<file path="config.mk">
export PLATFORM = sky130hd
export DESIGN_NAME = l1d_resp_flat
export DESIGN_NICKNAME = d
export VERILOG_FILES = /design/src/l1d_pkg.sv /design/src/l1d_req_if.sv /design/src/l1d_resp.sv /design/src/flat_wrapper.sv
export SDC_FILE = /design/constraint.sdc
export NUM_CORES = 1
export LEC_CHECK = 0
export BUFFER_PORTS_ARGS = -buffer_cell sky130_fd_sc_hd__buf_2
export CORE_MARGIN = 4
export CORE_UTILIZATION = 36
export CTS_BUF_LIST = sky130_fd_sc_hd__clkbuf_8
export DETAILED_ROUTE_END_ITERATION = 7
export GPL_TIMING_DRIVEN = 0
export PLACE_DENSITY_LB_ADDON = 0.2
export SLEW_MARGIN = 20
export SYNTH_ARGS = -nofsm -noshare
export SYNTH_HDL_FRONTEND = slang
export SYNTH_SLANG_ARGS = --single-unit
</file>
<file path="constraint.sdc">
create_clock -name clk -period 1.15 [get_ports clk]
set_clock_uncertainty 0.1 [all_clocks]
set_input_delay 0.0575 -clock clk [delete_from_list [all_inputs] [get_ports clk]]
set_output_delay 0.0575 -clock clk [all_outputs]
set_load 0.005 [all_outputs]
</file>
<file path="src/l1d_pkg.sv">
/* Cache geometry, request opcodes and the address, word, line and tag types
   shared by the L1 data cache */
package l1d_pkg;

	// --------------------
	// Geometry
	localparam int WAY_NUM    = 2;
	localparam int SET_NUM    = 16;
	localparam int LINE_BYTES = 16;
	localparam int ADDR_W     = 32;
	localparam int DATA_W     = 32;
	localparam int OFFSET_W   = 4;
	localparam int IDX_W      = 4;
	localparam int TAG_W      = ADDR_W - IDX_W - OFFSET_W;

	// --------------------
	// Scalar types
	typedef logic [ADDR_W-1:0]       addr_t;
	typedef logic [DATA_W-1:0]       word_t;
	typedef logic [LINE_BYTES*8-1:0] line_t;
	typedef logic [DATA_W/8-1:0]     be_t;
	typedef logic [TAG_W-1:0]        tag_t;
	typedef logic [IDX_W-1:0]        idx_t;
	typedef logic [OFFSET_W-1:0]     offset_t;

	// Byte count of an access, only 1, 2 and 4 are legal
	typedef logic [2:0] size_t;

	// --------------------
	// Core request opcodes
	typedef enum logic [1:0] {
		COP_RD   = 2'd0,
		COP_WR   = 2'd1,
		COP_RDNC = 2'd2,
		COP_WRNC = 2'd3
	} cop_e;

endpackage

</file>
<file path="src/l1d_req_if.sv">
/* Decoded core request passed from decode to the controller and result stage */
interface l1d_req_if;

	// One-cycle strobe, the fields stay stable until the next request
	logic              val;
	l1d_pkg::cop_e     cop;
	l1d_pkg::tag_t     tag;
	l1d_pkg::idx_t     idx;
	l1d_pkg::offset_t  offset;
	l1d_pkg::word_t    wdata;
	l1d_pkg::be_t      be;
	l1d_pkg::addr_t    addr;

	modport decode (
		output val, cop, tag, idx, offset, wdata, be, addr
	);

	modport exec (
		input val, cop, tag, idx, offset, wdata, be, addr
	);

	modport result (
		input val, offset, cop
	);

endinterface

</file>
<file path="src/l1d_resp.sv">
/* Result stage: picks the requested word out of a line and registers the ack */
module l1d_resp (
	input  logic            clk,
	input  logic            rst_n,
	l1d_req_if.result       req,
	input  logic            done,
	input  l1d_pkg::line_t  done_line,
	input  logic            done_rd,
	output logic            core_ack,
	output l1d_pkg::word_t  core_ack_data
);

	l1d_pkg::offset_t  offset_q;
	logic              rd_q;

	// Offset and read flag of the request in flight
	always_ff @(posedge clk) begin
		if (req.val) begin
			offset_q <= req.offset;
			rd_q     <= (req.cop == l1d_pkg::COP_RD) || (req.cop == l1d_pkg::COP_RDNC);
		end
	end

	always_ff @(posedge clk or negedge rst_n) begin
		if (!rst_n) begin
			core_ack <= 1'b0;
		end else begin
			core_ack <= done;
		end
	end

	// Aligned word at the request offset, zero for writes
	always_ff @(posedge clk) begin
		if (done) begin
			if (done_rd && rd_q) begin
				core_ack_data <= done_line[offset_q[l1d_pkg::OFFSET_W-1:2]*l1d_pkg::DATA_W
				                           +: l1d_pkg::DATA_W];
			end else begin
				core_ack_data <= '0;
			end
		end
	end

endmodule

</file>
<file path="src/flat_wrapper.sv">
// flat-port wrapper written by rule: the top's interface ports become plain ports
module l1d_resp_flat 
  (clk, rst_n, done, done_line, done_rd, core_ack, core_ack_data, req_val, req_offset, req_cop);
  l1d_req_if req_i ();
  input  logic clk;
  input  logic rst_n;
  input  logic done;
  input  l1d_pkg::line_t done_line;
  input  logic done_rd;
  output logic core_ack;
  output l1d_pkg::word_t core_ack_data;
  input wire logic [$bits(req_i.val)-1:0] req_val;
  input wire logic [$bits(req_i.offset)-1:0] req_offset;
  input wire logic [$bits(req_i.cop)-1:0] req_cop;
  assign req_i.val = req_val;
  assign req_i.offset = req_offset;
  assign req_i.cop = req_cop;
  l1d_resp u_core (.clk(clk), .rst_n(rst_n), .req(req_i), .done(done), .done_line(done_line), .done_rd(done_rd), .core_ack(core_ack), .core_ack_data(core_ack_data));
endmodule
</file>
==> flow_summary.json <==
{
  "drt_iter0_drc": 69,
  "die_area_mm2": 0.00703,
  "max_freq_ghz": 0.730,
  "mostFrequentLayoutCells": "buf_2 (168), mux2i_1 (58), edfxtp_1 (35)",
  "netlist.area_leader.share_pct": 50.7,
  "track_usage_pct": 16.9,
  "yosys_warnings": 0,
  "cp-start-kind": "flop",
  "pin_count": 172,
  "place.gp.congestion": 0.816,
  "hold_path.class": "in -> reg",
  "wirelength_um": 6240,
  "synth_cells": 148,
  "tightest_slew_ns": 0.751,
  "drive_gt1_share_pct": 59.2,
  "cp-startpoint": "u_core.offset_q[2]",
  "violations": "setup timing",
  "cts_made_buffers": 5,
  "initial_utilization_pct": 37.4,
  "crit_fanout": 10,
  "syn_nets": 287,
  "synth_area_leaders": "edfxtp_1 (51%), mux2i_1 (31%), o22ai_1 (9.7%), buf_12 (2.9%), buf_8 (2.2%)",
  "rsz0062_at_grt": "true",
  "regToRegStartpoint": "u_core.offset_q[2]",
  "maxSlewViolCount": 0,
  "holdWs_ns": 0.0142,
  "ys_seq_area_share_pct": 51.9,
  "vdd_drop_max_uv": 897,
  "utilization_pct": 58.7,
  "io_buffer_count": 168,
  "finalHoldViolations": 0,
  "path_common_cell": "buf_12",
  "clock_tree.root_cell": "clkbuf_8",
  "relSlewSlack_pct": 50.0,
  "multi_input_area_um2": 890,
  "dp_hpwl_um": 4830,
  "setup_violations": 32,
  "setup_ws_ns": -0.219,
  "nNetsFinal": 471,
  "clk_pin_slew_ns": 0.07,
  "seqCellArea_mm2": 0.00108,
  "min_period_over_period_pct": 119,
  "cp_slowest_cell": "edfxtp_1",
  "status": "finished with violations",
  "fillers": 468,
  "worstSetupPathType": "reg -> reg",
  "period_minus_slack_ns": 1.37,
  "insertion_delay_ns": 0.28,
  "vias": 1955,
  "powerDensity_mw_per_mm2": 1020,
  "htreeDepth": 2,
  "ys_types": 11,
  "wl_per_cell_um": 15.4,
  "grt-ovfl-total": 0,
  "coreArea_mm2": 0.00554,
  "num_rows": 27,
  "grt_pass1_wl_um": 9570,
  "antenna_cells": 0,
  "critical_path_required_ns": 1.08,
  "ctsLongestPathBuffers": 2,
  "grt_pass1_vias": 2022,
  "post-synth-top-area-cell": "edfxtp_1",
  "final_common_cell": "buf_2",
  "path_cells": "buf_12 -> buf_12 -> mux2i_2 -> o22ai_1",
  "cts_tree": "yes",
  "cts.sinks": 36,
  "grt_max_degree": 34,
  "antenna_left": 0,
  "p_leak_nw": 1.67,
  "area_growth_pct": 57.0,
  "viasPerCell": 4.83,
  "hold_path.startpoint": "done_line[15]",
  "drc": 0,
  "die_h_um": 83.9,
  "avgSynthCellArea_um2": 14.0,
  "arrival_ns": 1.30,
  "syn_area_mm2": 0.00207,
  "ys_ff_latch": 36,
  "cap_violations": 0,
  "dieWidth_um": 83.9,
  "antenna_found_initial": 0,
  "first_pass_iters": 4,
  "cpPeakStageDelay_ns": 0.41,
  "cp-end-kind": "flop"
}
## synthesized netlist by cell type
cell type	n
buf_12	3
buf_6	1
inv_1	1
clkbuf_1	6
nand3b_1	1
edfxtp_1	35
dfrtp_1	1
nand3_1	1
buf_8	3
mux2i_1	64
o22ai_1	32
## critical path, delay by kind of cell, from the launching register on
| kind | cells | cell delay (ns) |
|---|---|---|
| buf+inv | 2 | 0.32 |
| compound gates | 1 | 0.10 |
| mux | 1 | 0.18 |
| flops | 1 | 0.41 |
## per-layer routing
layer	up-vias	share of wire [%]	global-route usage [%]
met5	-	0	0
met4	0	0.80	3.95
met3	7	9.6	5.43
met2	95	50	30.2
met1	882	40	19.6
li1	971	-	-
## registers in the layout (all words and copies together) (netlist names)
name,count
u_core.core_ack,1
u_core.core_ack_data,32
u_core.offset_q,2
u_core.rd_q,1
## path summary, 6_finish.rpt
check                                            to  slack (ns)  cells after the start
max in group asynchronous           u_core.core_ack        0.34                      3
hold reg to reg            u_core.core_ack_data[24]        0.71                      2
min in group asynchronous           u_core.core_ack        0.51                      3
setup / recovery            u_core.core_ack_data[3]       -0.22                      4
setup reg to reg            u_core.core_ack_data[3]       -0.22                      4
hold / removal             u_core.core_ack_data[15]        0.01                      3
## final cells by class
cell class	instances	share of cell area [%]
plain buffers	13	5.54
clock buffers	6	2.54
clock inverters	2	0.231
inverters	1	0.115
multi-input cells	98	27.3
flip-flops and latches	36	33.1
well taps	72	2.77
repair buffers	177	28.4
## what timing repair did
item                                    in CTS  in global routing
buffers inserted                             2                  1
gates cloned                                 0                  0
endpoints found under the setup margin      32                 32
hold buffers                                 6                  0
pin swaps                                    0                  1
resized for setup                           11                  7
hold endpoints to repair                     7                  0
## power breakdown
part           switching (mW)  total [mW]  internal, mW
Clock                   0.449       0.920         0.471
Sequential             0.0209        1.56          1.54
Combinational           0.359       0.854         0.495
Total                   0.828        3.33          2.51
## stage by stage
stage | TNS, ns | setup WS (ns) | area (um2) | power [mW] | std cells
2_1_floorplan | -3.68 | -0.116 | 2080 | 1.99 | 148
4_1_cts | -6.17 | -0.223 | 3210 | 3.33 | 404
5_1_grt | -7.32 | -0.258 | 3250 | 3.49 | 405
6_report | -6.09 | -0.219 | 3250 | 3.33 | 405
3_5_place_dp | -8.22 | -0.278 | 3010 | 2.39 | 388
3_3_place_gp | -7.12 | -0.278 | 3010 | 2.37 | 388
## kinds of logic (layout without fill, tap and decap cells)
family	Yosys count	after routing	share of synthesized area, %
AO/OA/AOI/OAI	32	32	9.66
buffers and inverters	14	199	6.88
multiplexers	64	64	30.9
AND/OR/NAND/NOR	2	2	0.604
flip-flops	36	36	51.9
Note: power is estimated with default switching activity, not from simulation.
