### src/l1d_sram.sv
/* Synchronous single-port array with registered read, generic entry type */
module l1d_sram #(
	parameter type entry_t = logic,
	parameter int  DEPTH   = 16
) (
	input  logic                     clk,
	input  logic                     ren,
	input  logic [$clog2(DEPTH)-1:0] raddr,
	output entry_t                   rdata,
	input  logic                     wen,
	input  logic [$clog2(DEPTH)-1:0] waddr,
	input  entry_t                   wdata
);

	entry_t mem [DEPTH];

	// Whole entry is replaced on a write
	always_ff @(posedge clk) begin
		if (wen) begin
			mem[waddr] <= wdata;
		end
	end

	// Data appears the cycle after ren
	always_ff @(posedge clk) begin
		if (ren) begin
			rdata <= mem[raddr];
		end
	end

endmodule

### config.mk
export PLATFORM = sky130hd
export DESIGN_NAME = l1d_sram
export DESIGN_NICKNAME = d
export VERILOG_FILES = /design/src/l1d_sram.sv
export SDC_FILE = /design/constraint.sdc
export NUM_CORES = 1
export LEC_CHECK = 0
export ABC_AREA = 0
export BUFFER_PORTS_ARGS = -buffer_cell sky130_fd_sc_hd__clkbuf_2
export CORE_MARGIN = 1
export CORE_UTILIZATION = 40
export CTS_BUF_LIST = sky130_fd_sc_hd__clkbuf_8
export CTS_CLUSTER_DIAMETER = 80
export DETAILED_ROUTE_END_ITERATION = 10
export GPL_TIMING_DRIVEN = 0
export PLACE_DENSITY = 0.68
export RECOVER_POWER = 100
export SLEW_MARGIN = 20
export SYNTH_ARGS = -nofsm -noshare
export SYNTH_HDL_FRONTEND = slang
export SYNTH_SLANG_ARGS = --single-unit
### constraint.sdc
create_clock -name clk -period 1.4 [get_ports clk]
set_clock_uncertainty 0.15 [all_clocks]
set_input_delay 0.28 -clock clk [delete_from_list [all_inputs] [get_ports clk]]
set_output_delay 0.28 -clock clk [all_outputs]
set_load 0.005 [all_outputs]
==> results of run 1 <==
## sequential cells by signal, summed over array words and instances (netlist names)
signal	count
mem	16
rdata	1
## Yosys cell counts
master,count
nand2_1,1
nor2_1,12
nand3b_1,2
nor3_1,4
mux2i_1,3
or3b_2,1
nand2b_1,2
nand3_1,1
edfxtp_1,17
mux4_1,4
## what timing repair did
action	CTS	global route
resized for setup	0	1
endpoints found under the setup margin	1	2
pin swaps	0	0
## routing by layer
metal  routed length [microns]  vias up
li1                          -      215
met5                         0        -
met3                        41        0
met4                         0        0
met1                       508      192
met2                       513       13
## kinds of logic after synthesis
family / synth area share (%)
AND/OR/NAND/NOR: 14.6
multiplexers: 17.9
flip-flops: 67.5
## where the power goes
part           total [W]  internal, W  switching, W
sequential      0.000576     0.000573    0.00000239
combinational  0.0000747    0.0000347     0.0000401
clock           0.000344     0.000194      0.000150
total           0.000995     0.000802      0.000193
## cell type report
cell class	count	area share, %
clock buffer	3	4.71
multi-input combinational	30	26.8
timing repair buffer	12	6.28
tap	25	3.57
clock inverter	1	0.428
sequential	17	58.2
## how the worst max path moves through the flow
stage | from | endpoint | slack (ns) | cells after the start
floorplan | mem[15] | rdata | 0.007 | 3
finish | mem[4] | rdata | -0.07 | 3
global route | mem[11] | rdata | -0.12 | 3
detailed placement | raddr[0] | rdata | -0.24 | 4
global placement | raddr[0] | rdata | -0.22 | 4
CTS | mem[4] | rdata | -0.08 | 3
## critical path: stages (launching register included)
cell	delay, ns
edfxtp_1	0.37
mux4_2	0.47
mux2i_1	0.14
mux2i_1	0.09
## per-stage QoR
stage                     util [%]  instances  cell area [sq um]  hold slack [ns]
after floorplan                  -         47                741            0.229
after global placement        47.7         84                832            0.335
after detailed placement      47.7         84                832            0.331
after CTS                     50.3         88                877           0.0808
after global routing          50.3         88                877           0.0766
final                         50.3         88                877           0.0812
==> flow_summary.toml, run 1 <==
[flow_run]
max_cap_viol_count = 0

[outcome]
status = "finished with violations"
violations = "negative setup slack"

[cts]
cts_tree = "done"
ctsLongestPathBuffers = 2
clock-root-buffer = "clkbuf_8"
clkTransAtPathRegs_ns = 0.06
cts_setup_buffers = 0
clkLatencyLatePin_ns = 0.24
cts_num_sinks = 17
ctsHoldBuffers = 0
cts_max_level = 1
cts_buffers = 3

[finish]
fill_cells = 156
areaGrowthSynthToFinish_pct = 16.1
drive_gt1_share_pct = 27.0
final_common_cell = "edfxtp_1"
antenna_cells = 0
seq_area_sq_um = 510
layout_common_cells = "17 x edfxtp_1, 12 x nor2_1, 8 x clkbuf_2, 4 x mux4_2, 4 x clkbuf_1"
multiInputGateArea_sq_um = 235
nets = 76

[worst_setup_path]
startpoint_type = "flop"
reg2reg_from = "mem[4]"
worst_ep_arrival_time_ns = 1.31
worstSetupPathType = "flop to flop"
r2r_setup_slack_ns = -0.07
rr_worst_depth = 3
cp-end-kind = "flop"
worstReg2RegEnd = "rdata"
cp_max_fo = 1
cp_data_required_time_ns = 1.25

[detailed_routing]
viasPerCell = 4.77
drc = 0
postRouteAntennaNets = 0
drtIter0Drc = 9
first_pass_iters = 4
vias = 420
wirelength_mm = 1.06
avgRoutedWirePerCell_microns = 12.1

[die]
pin_count = 13
die_h_microns = 45.5
initial_utilization_pct = 43.3
die_w_microns = 45.5
core_sq_um = 1750
die_area_sq_um = 2070
row_count = 15

[yosys]
synthCells = 47
synth_top_cell_by_area = "edfxtp_1"
synth_top_cell_area_share_pct = 67.5
avgSynthCellArea_sq_um = 16.1
yosysWarnings = 0
synth_cell_type_count = 10
syn_nets = 59
ys_seq_elements = 17
ys_seq_area_share_pct = 67.5
synth_area_leaders = "edfxtp_1 68%, mux4_1 14%, nor2_1 6.0%"
synth_area_sq_um = 756

[timing]
rsz0062_at_grt = "true"
finalMaxSlewViolations = 0
tightest_slew_ns = 0.543
fin_tns_setup_ns = -0.0654
setup-violations-final = 1
fin_crit_ns = 1.47
maxSlewHeadroom_pct = 63.8
hold_violations = 0
setup_ws_ns = -0.0654
clock.fmax_mhz = 682
timing.final.crit_share_pct = 105

[grt]
grt.met2_usage_pct = 16.6
top_usage_layer = "met1"
grt_pass1_wl_mm = 1.68
grtUsageTotal_pct = 12.4
met1_usage_pct = 16.8
grt_overflow = 0
grt_pass1_vias = 374
grt_util_met3_pct = 3.57
antenna_found_initial = 0
grt_max_degree = 17

[worst_hold_path]
hold_path.startpoint = "ren"
min_path_type = "input port to flop"
whs_path_depth = 1
min_to = "rdata"

[power_and_ir_drop]
p_per_area_nw_per_um2 = 1130
leakage_nw = 0.296
p_total_w = 0.000995
peakVddDrop_mv = 0.647

[place]
place_ws_ns = -0.238
gpl.final_weighted_congestion = 0.663
place.detailed.hpwl_microns = 796
port_buffers = 12
No activity file was read; power rests on OpenSTA's default activity.
==> inputs of run 2 (changes only) <==
--- a/config.mk
+++ b/config.mk
@@ -5,7 +5,7 @@
 export SDC_FILE = /design/constraint.sdc
 export NUM_CORES = 1
 export LEC_CHECK = 0
-export ABC_AREA = 0
+export ABC_AREA = 1
 export BUFFER_PORTS_ARGS = -buffer_cell sky130_fd_sc_hd__clkbuf_2
 export CORE_MARGIN = 1
 export CORE_UTILIZATION = 40
==> flow_summary.toml, run 2 <==
[power_and_ir_drop]
pwr-share-seq_pct = 56.7
sw_frac_of_total_pct = 21.1
clockPowerShare_pct = 33.9
p_int_w = 0.000802
peakVddDrop_mv = 0.562
power_switching_w = 0.000214
leakage_nw = 0.445
power_frac_comb_pct = 9.4
p_per_area_nw_per_um2 = 1030

[detailed_routing]
drc = 0
first_pass_iters = 4
avgRoutedWirePerCell_microns = 9.86
wirelength_mm = 1.36
viasPerCell = 4.47
vias = 617
drtIter0Drc = 21
postRouteAntennaNets = 0

[finish]
multiInputGateArea_sq_um = 249
fill_cells = 195
largestRegisters = "mem: 16 flops, rdata: 1 flops"
regMostFlops = "mem"
seq_area_sq_um = 510
drive_gt1_share_pct = 14.4
largest_reg_flops = 16
areaGrowthSynthToFinish_pct = 15.2
antenna_cells = 0
nets = 124
layout_common_cells = "24 x nand2_1, 21 x inv_1, 17 x edfxtp_1, 14 x nand3_1"
final_common_cell = "nand2_1"

[yosys]
yosysWarnings = 0
avgSynthCellArea_sq_um = 8.93
ys_seq_elements = 17
synth_area_sq_um = 857
synth-async-reset-ratio_pct = 0
synth_most_common_cell = "nand2_1"
ys_seq_area_share_pct = 59.6
synthFlopType = "edfxtp_1"
synth_top_cell_by_area = "edfxtp_1"
netlist_top_cells_count = "24 x nand2_1, 19 x inv_1, 17 x edfxtp_1"
synth_top_cell_area_share_pct = 59.6
synth_cell_type_count = 10
syn_nets = 108
synthCells = 96
synth_area_leaders = "edfxtp_1 60%, nand2_1 11%, inv_1 8.3%"
synth_enable_flop_cells = 17

[worst_setup_path]
path_cells = "clkbuf_1"
slowest_stage = "edfxtp_1"
cp_num_buf_inv = 1
r2r_setup_slack_ns = 0.26
cp-end-kind = "output pin"
cp_data_required_time_ns = 0.97
startpoint_type = "flop"
rr_worst_depth = 6
cp_max_fo = 1
worst_ep_arrival_time_ns = 0.72
critPathMaxStageDelay_ns = 0.36
worstReg2RegEnd = "rdata"
worstSetupPathDepth = 1
reg2reg_from = "mem[2]"
critPathTopFamily = "flip-flops"
worstSetupPathType = "flop to output pin"

[die]
pin_count = 13
row_count = 16
die_h_microns = 48.3
die_w_microns = 48.3
die_area_sq_um = 2330
core_sq_um = 1980
initial_utilization_pct = 43.2

[timing]
hold_violations = 0
fin_crit_ns = 1.15
maxSlewHeadroom_pct = 65.5
tightest_slew_ns = 0.517
fin_tns_setup_ns = 0
hold_slack_ns = 0.0833
setup-violations-final = 0
timing.final.crit_share_pct = 81.9
finalMaxSlewViolations = 0
rsz0062_at_grt = "false"
clock.fmax_mhz = 873

[grt]
grt_max_degree = 17
grt_pass1_wl_mm = 2.03
antenna_found_initial = 0
grt_pass1_vias = 515
grtUsageTotal_pct = 13.9
grt_overflow = 0

[cts]
cts_num_sinks = 17
clkTransAtPathRegs_ns = 0.06
cts_resized = 0
clkLatencyLatePin_ns = 0.25
ctsHoldBuffers = 0
cts_buffers = 3
cts_tree = "done"
cts_setup_buffers = 0
ctsLongestPathBuffers = 2
cts_max_level = 1
clock-root-buffer = "clkbuf_8"

[place]
place.detailed.hpwl_mm = 1.07
port_buffers = 11
gpl.final_weighted_congestion = 0.694

[worst_hold_path]
hold_path.startpoint = "ren"
whs_path_depth = 1
min_path_type = "input port to flop"
min_to = "rdata"

[outcome]
status = "complete, no violations"

[flow_run]
max_cap_viol_count = 0
[run 2: changes by cell type after synthesis, sizes merged, moves of 2 or more]
cell and change:
nor2 -4, mux2i -3, inv +21, nor3 +4, nand2b -2, nand3b -2
mux4 -4, nand2 +26, nand3 +13
[run 2: layer usage]
layer,global-route usage (%),up-vias,wire [microns]
met5,0,-,0
met4,13.3,0,58
met3,3.33,5,69
met2,21.6,19,619
met1,15.4,258,614
li1,-,335,-
[run 2: power by group through the flow]
stage	registers, W	clock network (W)	logic, W
finish	0.000576	0.000344	0.0000951
global placement	0.000587	0	0.0000945
global route	0.000577	0.000378	0.000108
detailed placement	0.000587	0	0.0000968
CTS	0.000576	0.000358	0.0000972
floorplan	0.000587	0	0.0000589
[run 2: stage by stage]
stage               cell area [sq um]  worst slack, ns  power, W  utilization, %  instances
floorplan                         857            0.264  0.000646               -         96
global placement                  946            0.145  0.000681            47.7        134
detailed placement                946            0.152  0.000684            47.7        134
CTS                               991            0.227   0.00103            50.0        138
global route                      987            0.182   0.00106            49.8        138
finish                            987            0.254   0.00102            49.8        138
[run 2: logic make-up (layout without fill, tap and decap cells)]
family | after synthesis | in the layout | synth area share (%)
DFF | 17 | 17 | 59.6
and+or+nand+nor | 57 | 57 | 29.1
buffers and inverters | 22 | 37 | 11.4
[run 2: layout make-up]
type,instances,share of cell area (%)
plain buffers,1,1.14
inverters,21,8.75
multi-input cells,57,25.2
clock buffers,3,4.18
flip-flops and latches,17,51.7
clock inverters,1,0.380
well taps,27,3.42
repair buffers,11,5.20
[run 2: worst max-delay path by stage]
stage / from / end / slack [ns]
CTS: rdata / rdata / 0.23
floorplan: raddr[0] / rdata / 0.26
global route: rdata / rdata / 0.18
detailed placement: waddr[0] / mem[0] / 0.15
finish: rdata / rdata / 0.25
global placement: waddr[0] / mem[2] / 0.14
==> inputs of run 3 (changes only) <==
--- a/config.mk
+++ b/config.mk
@@ -13,7 +13,7 @@
 export CTS_CLUSTER_DIAMETER = 80
 export DETAILED_ROUTE_END_ITERATION = 10
 export GPL_TIMING_DRIVEN = 0
-export PLACE_DENSITY = 0.68
+export PLACE_DENSITY = 0.65
 export RECOVER_POWER = 100
 export SLEW_MARGIN = 20
 export SYNTH_ARGS = -nofsm -noshare
==> constraint.sdc (replaced) <==
create_clock -name clk -period 1.1 [get_ports clk]
set_clock_uncertainty 0.15 [all_clocks]
set_input_delay 0.22 -clock clk [delete_from_list [all_inputs] [get_ports clk]]
set_output_delay 0.22 -clock clk [all_outputs]
set_load 0.005 [all_outputs]
==> flow_summary.toml, run 3 (synthesis gave the netlist of run 2 again) <==
[timing]
finalMaxSlewViolations = 0
tightest_slew_ns = 0.536
clock.fmax_mhz = 892
fin_tns_setup_ns = -0.0208
maxSlewHeadroom_pct = 64.2
rsz0062_at_grt = "true"
fin_crit_ns = 1.12
setup_ws_ns = -0.0208
setup-violations-final = 1
hold_violations = 0
timing.final.crit_share_pct = 102

[place]
port_buffers = 11
gpl.final_weighted_congestion = 0.739
place_ws_ns = -0.113
place.detailed.hpwl_mm = 1.03

[die]
initial_utilization_pct = 43.2
core_sq_um = 1980
row_count = 16
die_w_microns = 48.3
pin_count = 13
die_area_sq_um = 2330
die_h_microns = 48.3

[finish]
final_common_cell = "nand2_1"
fill_cells = 190
drive_gt1_share_pct = 15.3
areaGrowthSynthToFinish_pct = 15.5
layout_common_cells = "24 x nand2_1, 19 x inv_1, 17 x edfxtp_1, 13 x nand3_1"
nets = 124
regMostFlops = "mem"
largestRegisters = "mem: 16 flops, rdata: 1 flops"
antenna_cells = 0
largest_reg_flops = 16

[cts]
clkTransAtPathRegs_ns = 0.07
ctsHoldBuffers = 0
clock-root-buffer = "clkbuf_8"
clkLatencyLatePin_ns = 0.24
cts_tree = "done"
cts_buffers = 3
cts_num_sinks = 17
cts_setup_buffers = 0
ctsLongestPathBuffers = 2
cts_max_level = 1

[detailed_routing]
viasPerCell = 4.53
first_pass_iters = 4
wirelength_mm = 1.38
drc = 0
avgRoutedWirePerCell_microns = 10.0
drtIter0Drc = 4
vias = 625
postRouteAntennaNets = 0

[grt]
grt_max_degree = 17
grt_pass1_wl_mm = 2.15
grt_pass1_vias = 500
grt_overflow = 0
grtUsageTotal_pct = 14.0
antenna_found_initial = 0

[worst_setup_path]
cp_data_required_time_ns = 0.96
worst_ep_arrival_time_ns = 0.98
cp-end-kind = "flop"
worstSetupPathType = "flop to flop"
startpoint_type = "flop"
cp_max_fo = 1

[power_and_ir_drop]
leakage_nw = 0.439
peakVddDrop_mv = 0.556
p_per_area_nw_per_um2 = 1310

[outcome]
status = "finished with violations"
violations = "negative setup slack"

[flow_run]
max_cap_viol_count = 0

[worst_hold_path]
min_path_type = "input port to flop"
==> run 3: stage by stage <==
step	cell area, sq um	hold WS, ns	instances	util, %	power, W
5_1_grt	990	0.00980	138	49.9	0.00137
3_3_place_gp	946	0.273	134	47.7	0.000868
6_report	990	0.0216	138	49.9	0.00130
4_1_cts	991	0.0189	138	50.0	0.00131
3_5_place_dp	946	0.275	134	47.7	0.000870
2_1_floorplan	857	0.169	96	-	0.000822
==> run 3: area by class of cell <==
type | instances | area [sq um] | area share (%)
multi-input cells | 57 | 254 | 25.7
repair buffers | 11 | 48.8 | 4.93
flip-flops and latches | 17 | 510 | 51.6
plain buffers | 1 | 11.3 | 1.14
clock buffers | 3 | 41.3 | 4.17
inverters | 21 | 86.3 | 8.72
well taps | 27 | 33.8 | 3.41
clock inverters | 1 | 3.75 | 0.379
==> run 3: path summary, 6_finish.rpt <==
check                           endpoint  slack (ns)  startpoint  depth (start not counted)
worst min-delay path               rdata        0.02         ren                          1
worst max-delay path               rdata       -0.02      mem[4]                          6
worst min register to register     rdata        0.59      mem[3]                          6
worst max register to register     rdata       -0.02      mem[4]                          6
==> run 3: worst max-delay path, cell delays in order (launching register included) <==
cell	delay, ns
edfxtp_1	0.36
inv_1	0.06
nand2_1	0.05
nand3_1	0.07
nand3_1	0.06
nand3_1	0.08
nand2_1	0.05
==> run 3: what timing repair did <==
action / CTS / global route
pin swaps: 10 / 3
gates resized for setup: 0 / 2
endpoints found under the hold margin: 0 / 0
setup endpoints to repair: 1 / 2
==> run 3: metal layers <==
layer,global-route usage (%),share of wire (%),wire (microns)
met1,19.1,50,691
met2,20.8,44,614
met3,4.44,4.8,66
met5,0,0,0
met4,5.00,0.58,8
==> run 3: where the power goes <==
group	switching [W]	total (W)	internal, W
clock network	0.000196	0.000443	0.000247
logic	0.0000792	0.000122	0.0000429
registers	0.00000359	0.000733	0.000730
