`src/l1d_pkg.sv`:
```
/* Cache geometry, request opcodes and the address, word, line and tag types
   shared by the L1 data cache */
package l1d_pkg;

	// --------------------
	// Geometry
	localparam int WAY_NUM    = 2;
	localparam int SET_NUM    = 16;
	localparam int LINE_BYTES = 16;
	localparam int ADDR_W     = 32;
	localparam int DATA_W     = 32;
	localparam int OFFSET_W   = 4;
	localparam int IDX_W      = 4;
	localparam int TAG_W      = ADDR_W - IDX_W - OFFSET_W;

	// --------------------
	// Scalar types
	typedef logic [ADDR_W-1:0]       addr_t;
	typedef logic [DATA_W-1:0]       word_t;
	typedef logic [LINE_BYTES*8-1:0] line_t;
	typedef logic [DATA_W/8-1:0]     be_t;
	typedef logic [TAG_W-1:0]        tag_t;
	typedef logic [IDX_W-1:0]        idx_t;
	typedef logic [OFFSET_W-1:0]     offset_t;

	// Byte count of an access, only 1, 2 and 4 are legal
	typedef logic [2:0] size_t;

	// --------------------
	// Core request opcodes
	typedef enum logic [1:0] {
		COP_RD   = 2'd0,
		COP_WR   = 2'd1,
		COP_RDNC = 2'd2,
		COP_WRNC = 2'd3
	} cop_e;

endpackage

```
`src/l1d_req_if.sv`:
```
/* Decoded core request passed from decode to the controller and result stage */
interface l1d_req_if;

	// One-cycle strobe, the fields stay stable until the next request
	logic              val;
	l1d_pkg::cop_e     cop;
	l1d_pkg::tag_t     tag;
	l1d_pkg::idx_t     idx;
	l1d_pkg::offset_t  offset;
	l1d_pkg::word_t    wdata;
	l1d_pkg::be_t      be;
	l1d_pkg::addr_t    addr;

	modport decode (
		output val, cop, tag, idx, offset, wdata, be, addr
	);

	modport exec (
		input val, cop, tag, idx, offset, wdata, be, addr
	);

	modport result (
		input val, offset, cop
	);

endinterface

```
`src/l1d_req_decode.sv`:
```
/* Request decode stage: registers an accepted core request, splits the
   address and builds the byte enables */
module l1d_req_decode (
	input  logic             clk,
	input  logic             rst_n,
	input  logic             core_req_val,
	input  logic             core_req_ready,
	input  l1d_pkg::addr_t   core_req_addr,
	input  l1d_pkg::cop_e    core_req_cop,
	input  l1d_pkg::word_t   core_req_wdata,
	input  l1d_pkg::size_t   core_req_size,
	l1d_req_if.decode        req
);

	logic            accept;
	l1d_pkg::be_t    be_mask;
	l1d_pkg::addr_t  addr_q;

	assign accept = core_req_val & core_req_ready;

	// Mask for the access size, then moved to its byte lane
	always_comb begin
		case (core_req_size)
			3'd1:    be_mask = 4'b0001;
			3'd2:    be_mask = 4'b0011;
			default: be_mask = 4'b1111;
		endcase
	end

	always_ff @(posedge clk or negedge rst_n) begin
		if (!rst_n) begin
			req.val <= 1'b0;
		end else begin
			req.val <= accept;
		end
	end

	// Write data arrives already placed in its byte lanes
	always_ff @(posedge clk) begin
		if (accept) begin
			addr_q    <= core_req_addr;
			req.cop   <= core_req_cop;
			req.wdata <= core_req_wdata;
			req.be    <= be_mask << core_req_addr[1:0];
		end
	end

	assign req.addr = addr_q;
	assign {req.tag, req.idx, req.offset} = addr_q;

endmodule

```
`src/flat_wrapper.sv`:
```
// flat-port wrapper written by rule: the top's interface ports become plain ports
module l1d_req_decode_flat 
  (clk, rst_n, core_req_val, core_req_ready, core_req_addr, core_req_cop, core_req_wdata, core_req_size, req_val, req_cop, req_tag, req_idx, req_offset, req_wdata, req_be, req_addr);
  l1d_req_if req_i ();
  input  logic clk;
  input  logic rst_n;
  input  logic core_req_val;
  input  logic core_req_ready;
  input  l1d_pkg::addr_t core_req_addr;
  input  l1d_pkg::cop_e core_req_cop;
  input  l1d_pkg::word_t core_req_wdata;
  input  l1d_pkg::size_t core_req_size;
  output wire logic [$bits(req_i.val)-1:0] req_val;
  output wire logic [$bits(req_i.cop)-1:0] req_cop;
  output wire logic [$bits(req_i.tag)-1:0] req_tag;
  output wire logic [$bits(req_i.idx)-1:0] req_idx;
  output wire logic [$bits(req_i.offset)-1:0] req_offset;
  output wire logic [$bits(req_i.wdata)-1:0] req_wdata;
  output wire logic [$bits(req_i.be)-1:0] req_be;
  output wire logic [$bits(req_i.addr)-1:0] req_addr;
  assign req_val = req_i.val;
  assign req_cop = req_i.cop;
  assign req_tag = req_i.tag;
  assign req_idx = req_i.idx;
  assign req_offset = req_i.offset;
  assign req_wdata = req_i.wdata;
  assign req_be = req_i.be;
  assign req_addr = req_i.addr;
  l1d_req_decode u_core (.clk(clk), .rst_n(rst_n), .core_req_val(core_req_val), .core_req_ready(core_req_ready), .core_req_addr(core_req_addr), .core_req_cop(core_req_cop), .core_req_wdata(core_req_wdata), .core_req_size(core_req_size), .req(req_i));
endmodule
```
`config.mk`:
```
export PLATFORM = sky130hd
export DESIGN_NAME = l1d_req_decode_flat
export DESIGN_NICKNAME = d
export VERILOG_FILES = /design/src/l1d_pkg.sv /design/src/l1d_req_if.sv /design/src/l1d_req_decode.sv /design/src/flat_wrapper.sv
export SDC_FILE = /design/constraint.sdc
export NUM_CORES = 1
export LEC_CHECK = 0
export BUFFER_PORTS_ARGS = -buffer_cell sky130_fd_sc_hd__buf_4
export CAP_MARGIN = 20
export CORE_MARGIN = 4
export CORE_UTILIZATION = 42
export CTS_BUF_LIST = sky130_fd_sc_hd__clkbuf_2 sky130_fd_sc_hd__clkbuf_4 sky130_fd_sc_hd__clkbuf_8
export DETAILED_ROUTE_END_ITERATION = 8
export GPL_TIMING_DRIVEN = 0
export PLACE_DENSITY = 0.94
export SLEW_MARGIN = 20
export SYNTH_ARGS = -nofsm -noshare
export SYNTH_HDL_FRONTEND = slang
export SYNTH_SLANG_ARGS = --single-unit
```
`constraint.sdc`:
```
create_clock -name clk -period 0.94 [get_ports clk]
set_input_delay 0.282 -clock clk [delete_from_list [all_inputs] [get_ports clk]]
set_output_delay 0.282 -clock clk [all_outputs]
set_load 0.01 [all_outputs]
```
==> summary.md, run 1 <==
| Metric | Value |
|---|---|
| Outcome | complete, but fails checks |
| Failing checks | setup timing |
| Area growth from synthesis to layout | 88.2% |
| Core area | 5570 sq um |
| WP buf/inv | 2 |
| Pre-CTS WS | -0.566 ns |
| Crit path largest cell delay | between 0.4 and 0.5 ns |
| Final Max Tran Viols | 0 |
| Area share of the largest cell type after synthesis | a little under 90% |
| DIE AREA | slightly above 7000 sq um |
| DRT antenna net count | 0 |
| Cell Area, Synth | ~2400 sq um |
| Hpwl dp | 4700 um |
| Largest area contributor in the netlist | edfxtp_1 |
| Area post-placement | between 3000 and 4000 sq um |
| H-tree depth | 3 |
| Fin crit period | between 1 and 1.5 ns |
| TritonCTS Buffers | 9 |
| Synthesized flop and latch total | 71 |
| Gate Count Post-Synth | 115 |
| Synth unique cells | 11 |
| Root buffer cell | clkbuf_8 |
| Worst hold path type | primary input to flip-flop |
| Gr ovfl total | 0 |
| N_diodes | 0 |
| Leakage | 1.99 nW |
| Synth Warn # | 0 |
| Fin crit share | 142% |
| Most common cell after layout, fill and taps aside | buf_6 |
| P per Cell Area | around 1700 nW/um^2 |
| Residual DRC count | 0 |
| CP startpoint | u_core.req.addr[31]$_DFFE_PP_ |
| Critical path type | flip-flop to output pin |
| Syn Area/Cell | approximately 21 sq um |
| First-pass GRT wire length | roughly 11000 um |
| TritonRoute pass-1 iters | 3 |
| Synthesized Nets | around 190 |
| Total number of vias | roughly 1800 |
| CP endpoint kind | output pin |
| Post-DR vias/cell | roughly 4.6 |
| CP required | 0.66 ns |
| # IOs | about 180 |
| TritonCTS clock tree | yes |
| Max_cap viols | 0 |
| CP max FO | 2 |
| Largest net degree at the start of global routing | 37 |
| Clock Pin Slew Worst Setup and Hold Paths | 0.08 ns |
| Hold Slack | around 0.13 ns |
| Critical path's slowest cell | edfxtp_1 |
| Critical path's top delay family | flip-flops |
| Iteration-0 DRC count of the detailed router | 80 |
| Sequential-to-total area share from yosys stat | between 80% and 90% |
| FILL cells | around 290 |
| Fmax | 750 MHz |
| Routed WL per cell | slightly below 20 um |
| Final setup violation count | around 100 |
| Hold Crit Start | core_req_addr[27] |
| Vias in the first global route | between 1500 and 2000 |
| Worst Setup Slack, final | -0.394 ns |
| Initial antenna violation count | 0 |
| Tightest Pin Transition | just under 0.5 ns |
| Crit path arrival time | 1.05 ns |
| Share of cells above drive strength 1 | 72.7% |
| Slew HR | between 60% and 70% |
| Tot Pwr | ~8 mW |
| Clock Tree Buf Depth | 2 |
| WL final | about 7600 um |
| NumNets Final | 379 |
| Most frequent cells in the layout | 129 x buf_6, 81 x buf_4, 70 x edfxtp_1 |
| # clock sinks | 71 |
| Worst path cell trace | buf_6 -> buf_6 |
| Die Span Y | ~84 um |
| Row cnt | 27 |
| DIE WIDTH | 84.1 um |
| Critical Path Source Type | flip-flop |
| GP Congestion | ~0.76 |
| Cell mode on critical path | buf_6 |
| Post-route cell area | ~4600 sq um |
| Maximum vdd drop | ~1.2 mV |
| Port-buffer cells | about 180 |
| Initial Util | ~44% |
| Final number of hold-violating endpoints | 0 |
| Fin Setup TNS | -26.68 ns |
| Top post-synthesis cells by area | edfxtp_1 86%, buf_4 9.9%, dfrtp_1 1.0% |
| Total Routing Usage GR | 20.2% |
| RSZ-0062 raised after global routing | yes |
## through the flow
step	std cells	utilization, %
4_1_cts	380	78.2
3_3_place_gp	362	68.8
6_report	383	82.1
3_5_place_dp	362	68.8
2_1_floorplan	115	-
5_1_grt	383	82.1
## registers in the layout, summed over array words and instances (netlist names)
register	cells
u_core.req.cop	2
u_core.req.val	1
u_core.req.addr	32
u_core.req.wdata	32
u_core.req.be	4
## per-layer routing
layer | global-route usage (%) | routed length (um) | up-vias
met5 | 0 | 0 | -
met4 | 9.06 | 211 | 0
met3 | 7.80 | 740 | 16
met2 | 37.7 | 4220 | 118
met1 | 19.2 | 2420 | 842
li1 | - | - | 777
## final timing paths
path | end | slack, ns | cells past startpoint
worst max-delay path | req_tag[23] | -0.39 | 2
worst min-delay path | u_core.req.addr[27]$_DFFE_PP_ | 0.13 | 1
max in group asynchronous | u_core.req.val$_DFF_PN0_ | 0.56 | 2
min in group asynchronous | u_core.req.val$_DFF_PN0_ | 0.30 | 2
## area by class of cell
cell class	count	area, sq um	share of cell area (%)
timing repair buffer	179	1740	38.0
clock buffer	11	139	3.04
clock inverter	5	72.6	1.59
buffer	32	330	7.22
tap	72	90.1	1.97
multi-input combinational	13	75.1	1.64
sequential	71	2130	46.5
## report_power, final
part | leakage, nW | switching [mW] | internal (mW)
combinational | 1.21 | 0.458 | 0.864
sequential | 0.671 | 0.143 | 3.73
clock | 0.109 | 1.05 | 1.53
total | 1.99 | 1.65 | 6.12
## cells in the mapped netlist
master and count:
o21ai_1 1, edfxtp_1 70, buf_4 32, a22oi_1 1, dfrtp_1 1, a21oi_1 1, nor2_1 4, nor3_1 1
and2_1 1, o21bai_1 1, nand2b_1 2
## cells by family (layout without fill, tap and decap cells)
group,after synthesis,in the layout,synth area share (%)
AND/OR/NAND/NOR,8,9,1.60
flip-flops,71,71,87.5
AO/OA/AOI/OAI,4,4,1.03
buffers and inverters,32,227,9.88
## what timing repair did
action                                  in CTS  in global routing
resized for setup                           79                 51
hold buffers                                 1                  0
gates cloned                                 1                  0
endpoints found under the setup margin     174                103
hold endpoints to repair                     1                  0
setup buffers                                0                  3
pin swaps                                    1                  0
(Power assumes the default switching activity.)
==> run 2, diff against run 1 <==
- ABC_AREA: default -> 1
==> summary.md, run 2 <==
| Metric | Value |
|---|---|
| Synth cell count leaders | 70 x edfxtp_1, 32 x buf_4, 8 x nand2_1 (was 70 x edfxtp_1, 32 x buf_4, 4 x nor2_1) |
| Area growth from synthesis to layout | 90.3% (was 88.2%) |
| Worst path cell trace | buf_6 -> buf_6 (unchanged) |
| Final setup violation count | 103 (unchanged) |
| Cell Area, Synth | 2450 sq um (was 2430 sq um) |
| Post-route cell area | 4670 sq um (was 4570 sq um) |
| RSZ-0062 raised after global routing | yes (unchanged) |
| Critical Path Source Type | flip-flop (unchanged) |
| Die Span Y | 84.4 um (was 84.1 um) |
| Max_cap viols | 0 (unchanged) |
| Root buffer cell | clkbuf_8 (unchanged) |
| Hold Slack | 0.132 ns (was 0.125 ns) |
| Outcome | complete, but fails checks (unchanged) |
| Final Max Tran Viols | 0 (unchanged) |
| Syn Area/Cell | 19.9 sq um (was 21.1 sq um) |
| H-tree depth | 3 (unchanged) |
| Cell mode on critical path | buf_6 (unchanged) |
| Top post-synthesis cells by area | edfxtp_1 86%, buf_4 9.8%, nand2_1 1.2% (was edfxtp_1 86%, buf_4 9.9%, dfrtp_1 1.0%) |
| Synth unique cells | 11 (unchanged) |
| DIE WIDTH | 84.4 um (was 84.1 um) |
| GP Congestion | 0.749 (was 0.759) |
| Final number of hold-violating endpoints | 0 (unchanged) |
| Crit path arrival time | 1.06 ns (was 1.05 ns) |
| Mux cell area share after synthesis | 0% (unchanged) |
| TritonCTS Buffers | 9 (unchanged) |
| Leakage | 2.04 nW (was 1.99 nW) |
| Maximum vdd drop | 1.15 mV (was 1.21 mV) |
| Clock Tree Buf Depth | 2 (unchanged) |
| Synth Warn # | 0 (unchanged) |
| Post-DR vias/cell | 4.56 (was 4.58) |
| DRT antenna net count | 0 (unchanged) |
| Failing checks | setup timing (unchanged) |
| Core area | 5570 sq um (unchanged) |
| Largest net degree at the start of global routing | 36 (was 37) |
| NumNets Final | 392 (was 379) |
| Share of cells above drive strength 1 | 72.8% (was 72.7%) |
| Iteration-0 DRC count of the detailed router | 70 (was 80) |
| FILL cells | 268 (was 291) |
| Tightest Pin Transition | 0.209 ns (was 0.496 ns) |
| Fin crit share | 142% (about the same) |
| Critical path type | flip-flop to output pin (unchanged) |
| Asr flop ratio synth | 1.41% (unchanged) |
| Fmax | 747 MHz (was 750 MHz) |
| P per Cell Area | 1590 nW/um^2 (was 1700 nW/um^2) |
| Port-buffer cells | 175 (unchanged) |
| Total number of vias | 1804 (was 1753) |
| Post-synth EDFFs | 70 (unchanged) |
| Most common cell in the netlist | edfxtp_1 (unchanged) |
| Worst Setup Slack, final | -0.399 ns (was -0.394 ns) |
| Largest area contributor in the netlist | edfxtp_1 (unchanged) |
| Area post-placement | 3900 sq um (was 3840 sq um) |
| Clock Pin Slew Worst Setup and Hold Paths | 0.07 ns (was 0.08 ns) |
| Routed WL per cell | 19.3 um (was 19.8 um) |
| Worst hold path type | primary input to flip-flop (unchanged) |
| Vias in the first global route | 1968 (was 1902) |
| Residual DRC count | 0 (unchanged) |
| Sequential-to-total area share from yosys stat | 86.7% (was 87.5%) |
| Multi-input logic area | 80.1 sq um (was 75.1 sq um) |
| # IOs | 176 (unchanged) |
| Fin crit period | 1.34 ns (was 1.33 ns) |
| DIE AREA | 7130 sq um (was 7070 sq um) |
| Area share of the largest cell type after synthesis | 85.7% (was 86.5%) |
| XOR/XNOR share of the synthesized area | 0% (unchanged) |
| Compound-Gate Fraction of Synth Area | 0.306% (was 1.03%) |
| Slew HR | 86.1% (was 66.9%) |
| Primary FF master, synth | edfxtp_1 (unchanged) |
| TritonRoute pass-1 iters | 5 (was 3) |
| Most common cell after layout, fill and taps aside | buf_6 (unchanged) |
| Tot Pwr | 7.44 mW (was 7.77 mW) |
| Synthesized flop and latch total | 71 (unchanged) |
| Synthesized Nets | 196 (was 188) |
| N_diodes | 0 (unchanged) |
| CP endpoint kind | output pin (unchanged) |
| Combinational family with the most area after synthesis | buffers and inverters (unchanged) |
| Gr ovfl total | 0 (unchanged) |
| Critical path's slowest cell | edfxtp_1 (unchanged) |
| Simple-Gate Fraction of Synth Area | 2.29% (was 1.60%) |
| Total Routing Usage GR | 20.8% (was 20.2%) |
| WL final | 7660 um (was 7590 um) |
| CP max FO | 2 (unchanged) |
| Row cnt | 27 (unchanged) |
| Initial antenna violation count | 0 (unchanged) |
| # clock sinks | 71 (unchanged) |
| CP required | 0.66 ns (about the same) |
| Most frequent cells in the layout | 132 x buf_6, 80 x buf_4, 70 x edfxtp_1 (was 129 x buf_6, 81 x buf_4, 70 x edfxtp_1) |
| Gate Count Post-Synth | 123 (was 115) |
| Synth Area in Adders | 0% (unchanged) |
| TritonCTS clock tree | yes (unchanged) |
| Crit path largest cell delay | 0.48 ns (was 0.46 ns) |
| First-pass GRT wire length | 11000 um (was 10600 um) |
| Hpwl dp | 4780 um (was 4700 um) |
| Register area | 2130 sq um (unchanged) |
| Initial Util | 44.0% (was 43.6%) |
[run 2: cell type report]
class / instances / area share, %
clock inverter: 1 / 0.107
clock buffer: 15 / 3.75
buffer: 32 / 7.48
sequential: 71 / 45.6
timing repair inverter: 1 / 0.161
tap: 72 / 1.93
timing repair buffer: 184 / 38.7
multi-input combinational: 14 / 1.72
inverter: 6 / 0.563
[run 2: logic make-up after synthesis]
logic type | after synthesis
buf+inv | 38
flops | 71
simple gates | 13
compound gates | 1
[run 2: stage by stage]
stage	cells	setup WS (ns)	setup TNS [ns]	util, %
detailed placement	371	-0.906	-56.75	69.9
finish	396	-0.399	-26.29	83.7
CTS	390	-0.379	-27.10	79.5
global placement	370	-1.28	-90.93	69.6
floorplan	123	-0.784	-55.58	-
global route	396	-0.425	-30.74	83.7
[run 2: worst paths after layout]
path | depth (start not counted) | from | to | slack, ns
max | 2 | u_core.req.addr[15]$_DFFE_PP_ | req_tag[7] | -0.40
min | 1 | core_req_wdata[7] | u_core.req.wdata[7]$_DFFE_PP_ | 0.13
max in group asynchronous | 2 | rst_n | u_core.req.val$_DFF_PN0_ | 0.55
min in group asynchronous | 2 | rst_n | u_core.req.val$_DFF_PN0_ | 0.30
[run 2: critical path: cells and delay by family, from the launching register on]
| kind | cells | cell delay [ns] |
|---|---|---|
| flops | 1 | 0.48 |
| buf+inv | 2 | 0.27 |
[run 2: repair_timing]
| item | in CTS | in global routing |
|---|---|---|
| setup buffers | 1 | 6 |
| endpoints found under the setup margin | 174 | 120 |
| resized for setup | 85 | 48 |
| endpoints found under the hold margin | 1 | 0 |
| hold buffers | 1 | 0 |
| gates cloned | 1 | 0 |
[run 2: power by group]
group          internal [mW]  switching, mW
combinational          0.902          0.480
sequential              3.72          0.145
clock                   1.18           1.01
total                   5.81           1.63
[run 2: metal layers]
metal | global-route usage (%) | share of wire [%] | vias to the layer above
met5 | 0 | 0 | -
li1 | - | - | 802
met4 | 8.20 | 2.5 | 0
met3 | 7.65 | 9.6 | 15
met2 | 38.7 | 54 | 118
met1 | 20.7 | 34 | 869
==> run 3, diff against run 2 <==
- CORE_ASPECT_RATIO: default -> 0.9
- SETUP_SLACK_MARGIN: default -> 0.3
==> summary.md, run 3 (synthesis gave the netlist of run 2 again) <==
| Metric | Value |
|---|---|
| Fmax | 725 MHz (was 747 MHz) |
| Outcome | complete, but fails checks (unchanged) |
| Hold path endpoint | u_core.req.addr[27]$_DFFE_PP_ (was u_core.req.wdata[7]$_DFFE_PP_) |
| Most frequent cells in the layout | 135 x buf_6, 71 x buf_4, 70 x edfxtp_1 (was 132 x buf_6, 80 x buf_4, 70 x edfxtp_1) |
| Residual DRC count | 0 (unchanged) |
| Crit path largest cell delay | 0.49 ns (was 0.48 ns) |
| FILL cells | 218 (was 268) |
| Critical path's slowest cell | edfxtp_1 (unchanged) |
| GP Congestion | 0.759 (was 0.749) |
| DRT antenna net count | 0 (unchanged) |
| Largest net degree at the start of global routing | 13 (was 36) |
| Worst path cell trace | buf_6 -> buf_6 (unchanged) |
| Hpwl dp | 5370 um (was 4780 um) |
| Routed WL per cell | 23.1 um (was 19.3 um) |
| Fin crit share | 147% (was 142%) |
| TritonCTS Buffers | 9 (unchanged) |
| Most common cell after layout, fill and taps aside | buf_6 (unchanged) |
| Initial antenna violation count | 0 (unchanged) |
| CP required | 0.66 ns (about the same) |
| DIE AREA | 7130 sq um (about the same) |
| CP max FO | 2 (unchanged) |
| Fin crit period | 1.38 ns (was 1.34 ns) |
| P per Cell Area | 1680 nW/um^2 (was 1590 nW/um^2) |
| Worst hold path type | primary input to flip-flop (unchanged) |
| Hold Crit Start | core_req_addr[27] (was core_req_wdata[7]) |
| Area growth from synthesis to layout | 106% (was 90.3%) |
| Maximum vdd drop | 1.54 mV (was 1.15 mV) |
| WL final | 9270 um (was 7660 um) |
| N_diodes | 0 (unchanged) |
| TritonRoute pass-1 iters | 4 (was 5) |
| Leakage | 2.20 nW (was 2.04 nW) |
| NumNets Final | 400 (was 392) |
| Die Span Y | 80.5 um (was 84.4 um) |
| First-pass GRT wire length | 12600 um (was 11000 um) |
| TritonCTS clock tree | yes (unchanged) |
| # IOs | 176 (unchanged) |
| Hold Path Stages | 1 (unchanged) |
| Initial Util | 43.3% (was 44.0%) |
| Clock Tree Buf Depth | 2 (unchanged) |
| # clock sinks | 71 (unchanged) |
| CP startpoint | u_core.req.addr[3]$_DFFE_PP_ (was u_core.req.addr[15]$_DFFE_PP_) |
| Gr ovfl total | 0 (unchanged) |
| Failing checks | setup timing (unchanged) |
| DIE WIDTH | 88.6 um (was 84.4 um) |
| Root buffer cell | clkbuf_8 (unchanged) |
| Row cnt | 26 (was 27) |
| H-tree depth | 3 (unchanged) |
| Share of cells above drive strength 1 | 74.1% (was 72.8%) |
| Critical path type | flip-flop to output pin (unchanged) |
| Vias in the first global route | 2130 (was 1968) |
| Max_cap viols | 0 (unchanged) |
| Core area | 5660 sq um (was 5570 sq um) |
| RSZ-0062 raised after global routing | yes (unchanged) |
| Clock Pin Slew Worst Setup and Hold Paths | 0.08 ns (was 0.07 ns) |
| Worst Setup Slack, final | -0.439 ns (was -0.399 ns) |
| Cell mode on critical path | buf_6 (unchanged) |
| Area post-placement | 4050 sq um (was 3900 sq um) |
| Critical Path Source Type | flip-flop (unchanged) |
| Iteration-0 DRC count of the detailed router | 105 (was 70) |
| Slew HR | 85.8% (was 86.1%) |
| Final setup violation count | 103 (unchanged) |
| Total Routing Usage GR | 25.3% (was 20.8%) |
| Tightest Pin Transition | 0.213 ns (was 0.209 ns) |
| CP endpoint kind | output pin (unchanged) |
| Post-DR vias/cell | 4.75 (was 4.56) |
| Final number of hold-violating endpoints | 0 (unchanged) |
| Crit path arrival time | 1.10 ns (was 1.06 ns) |
| Port-buffer cells | 175 (unchanged) |
| Total number of vias | 1909 (was 1804) |
| Post-route cell area | 5050 sq um (was 4670 sq um) |
| Final Max Tran Viols | 0 (unchanged) |
| Utilization after layout | 89.2% (was 83.7%) |
==> run 3: cell count changes in the layout (fill, tap and decap cells not counted), sizes merged <==
cell    before  now
buf        215  223
clkbuf      15   11
bufinv       0    3
clkinv       1    2
==> run 3: cell type report <==
type	instances	area [sq um]	share of cell area, %
buffer	32	360	7.14
clock buffer	10	138	2.73
clock inverter	6	108	2.13
inverter	6	26.3	0.520
multi-input combinational	14	90.1	1.78
sequential	71	2130	42.1
tap	70	87.6	1.73
timing repair buffer	193	2110	41.8
==> run 3: routing by layer <==
metal / wire (um) / track usage (%) / up-vias
met4: 269 / 10.3 / 0
met2: 5350 / 48.0 / 122
met5: 0 / 0 / -
li1: - / - / 827
met3: 887 / 10.3 / 23
met1: 2770 / 23.3 / 937
==> run 3: critical path, delay by kind of cell, from the launching register on <==
kind	cells	cell delay [ns]
DFF	1	0.49
buffers and inverters	2	0.27
==> run 3: per-stage QoR <==
step,TNS (ns),hold slack (ns),instances,total power [mW],worst slack (ns)
final,-28.86,0.114,402,8.48,-0.439
after global routing,-32.71,0.0929,402,8.78,-0.461
after CTS,-28.17,0.108,401,8.33,-0.390
after detailed placement,-32.52,0.0584,370,5.06,-0.607
after global placement,-93.46,0.0583,368,4.98,-1.32
after floorplan,-55.58,-0.0136,123,4.29,-0.784
==> run 3: what timing repair did <==
action,CTS,global route
gates cloned,7,0
hold buffers,1,0
pin swaps,5,5
endpoints found under the hold margin,1,0
resized for setup,106,22
buffers inserted,7,1
setup endpoints to repair,175,176
==> run 3: worst max path at each step <==
stage | slack [ns] | cells past startpoint | to
4_1_cts | -0.39 | 2 | req_offset[3]
2_1_floorplan | -0.78 | 2 | u_core.req.addr[0]$_DFFE_PP_
5_1_grt | -0.46 | 2 | req_tag[5]
3_3_place_gp | -1.32 | 3 | u_core.req.addr[16]$_DFFE_PP_
3_5_place_dp | -0.61 | 5 | u_core.req.addr[16]$_DFFE_PP_
6_report | -0.44 | 2 | req_offset[3]
==> run 3: power by group <==
group	switching, mW	internal (mW)	total [mW]
Combinational	0.535	1.03	1.57
Sequential	0.154	3.72	3.88
Clock	1.21	1.83	3.04
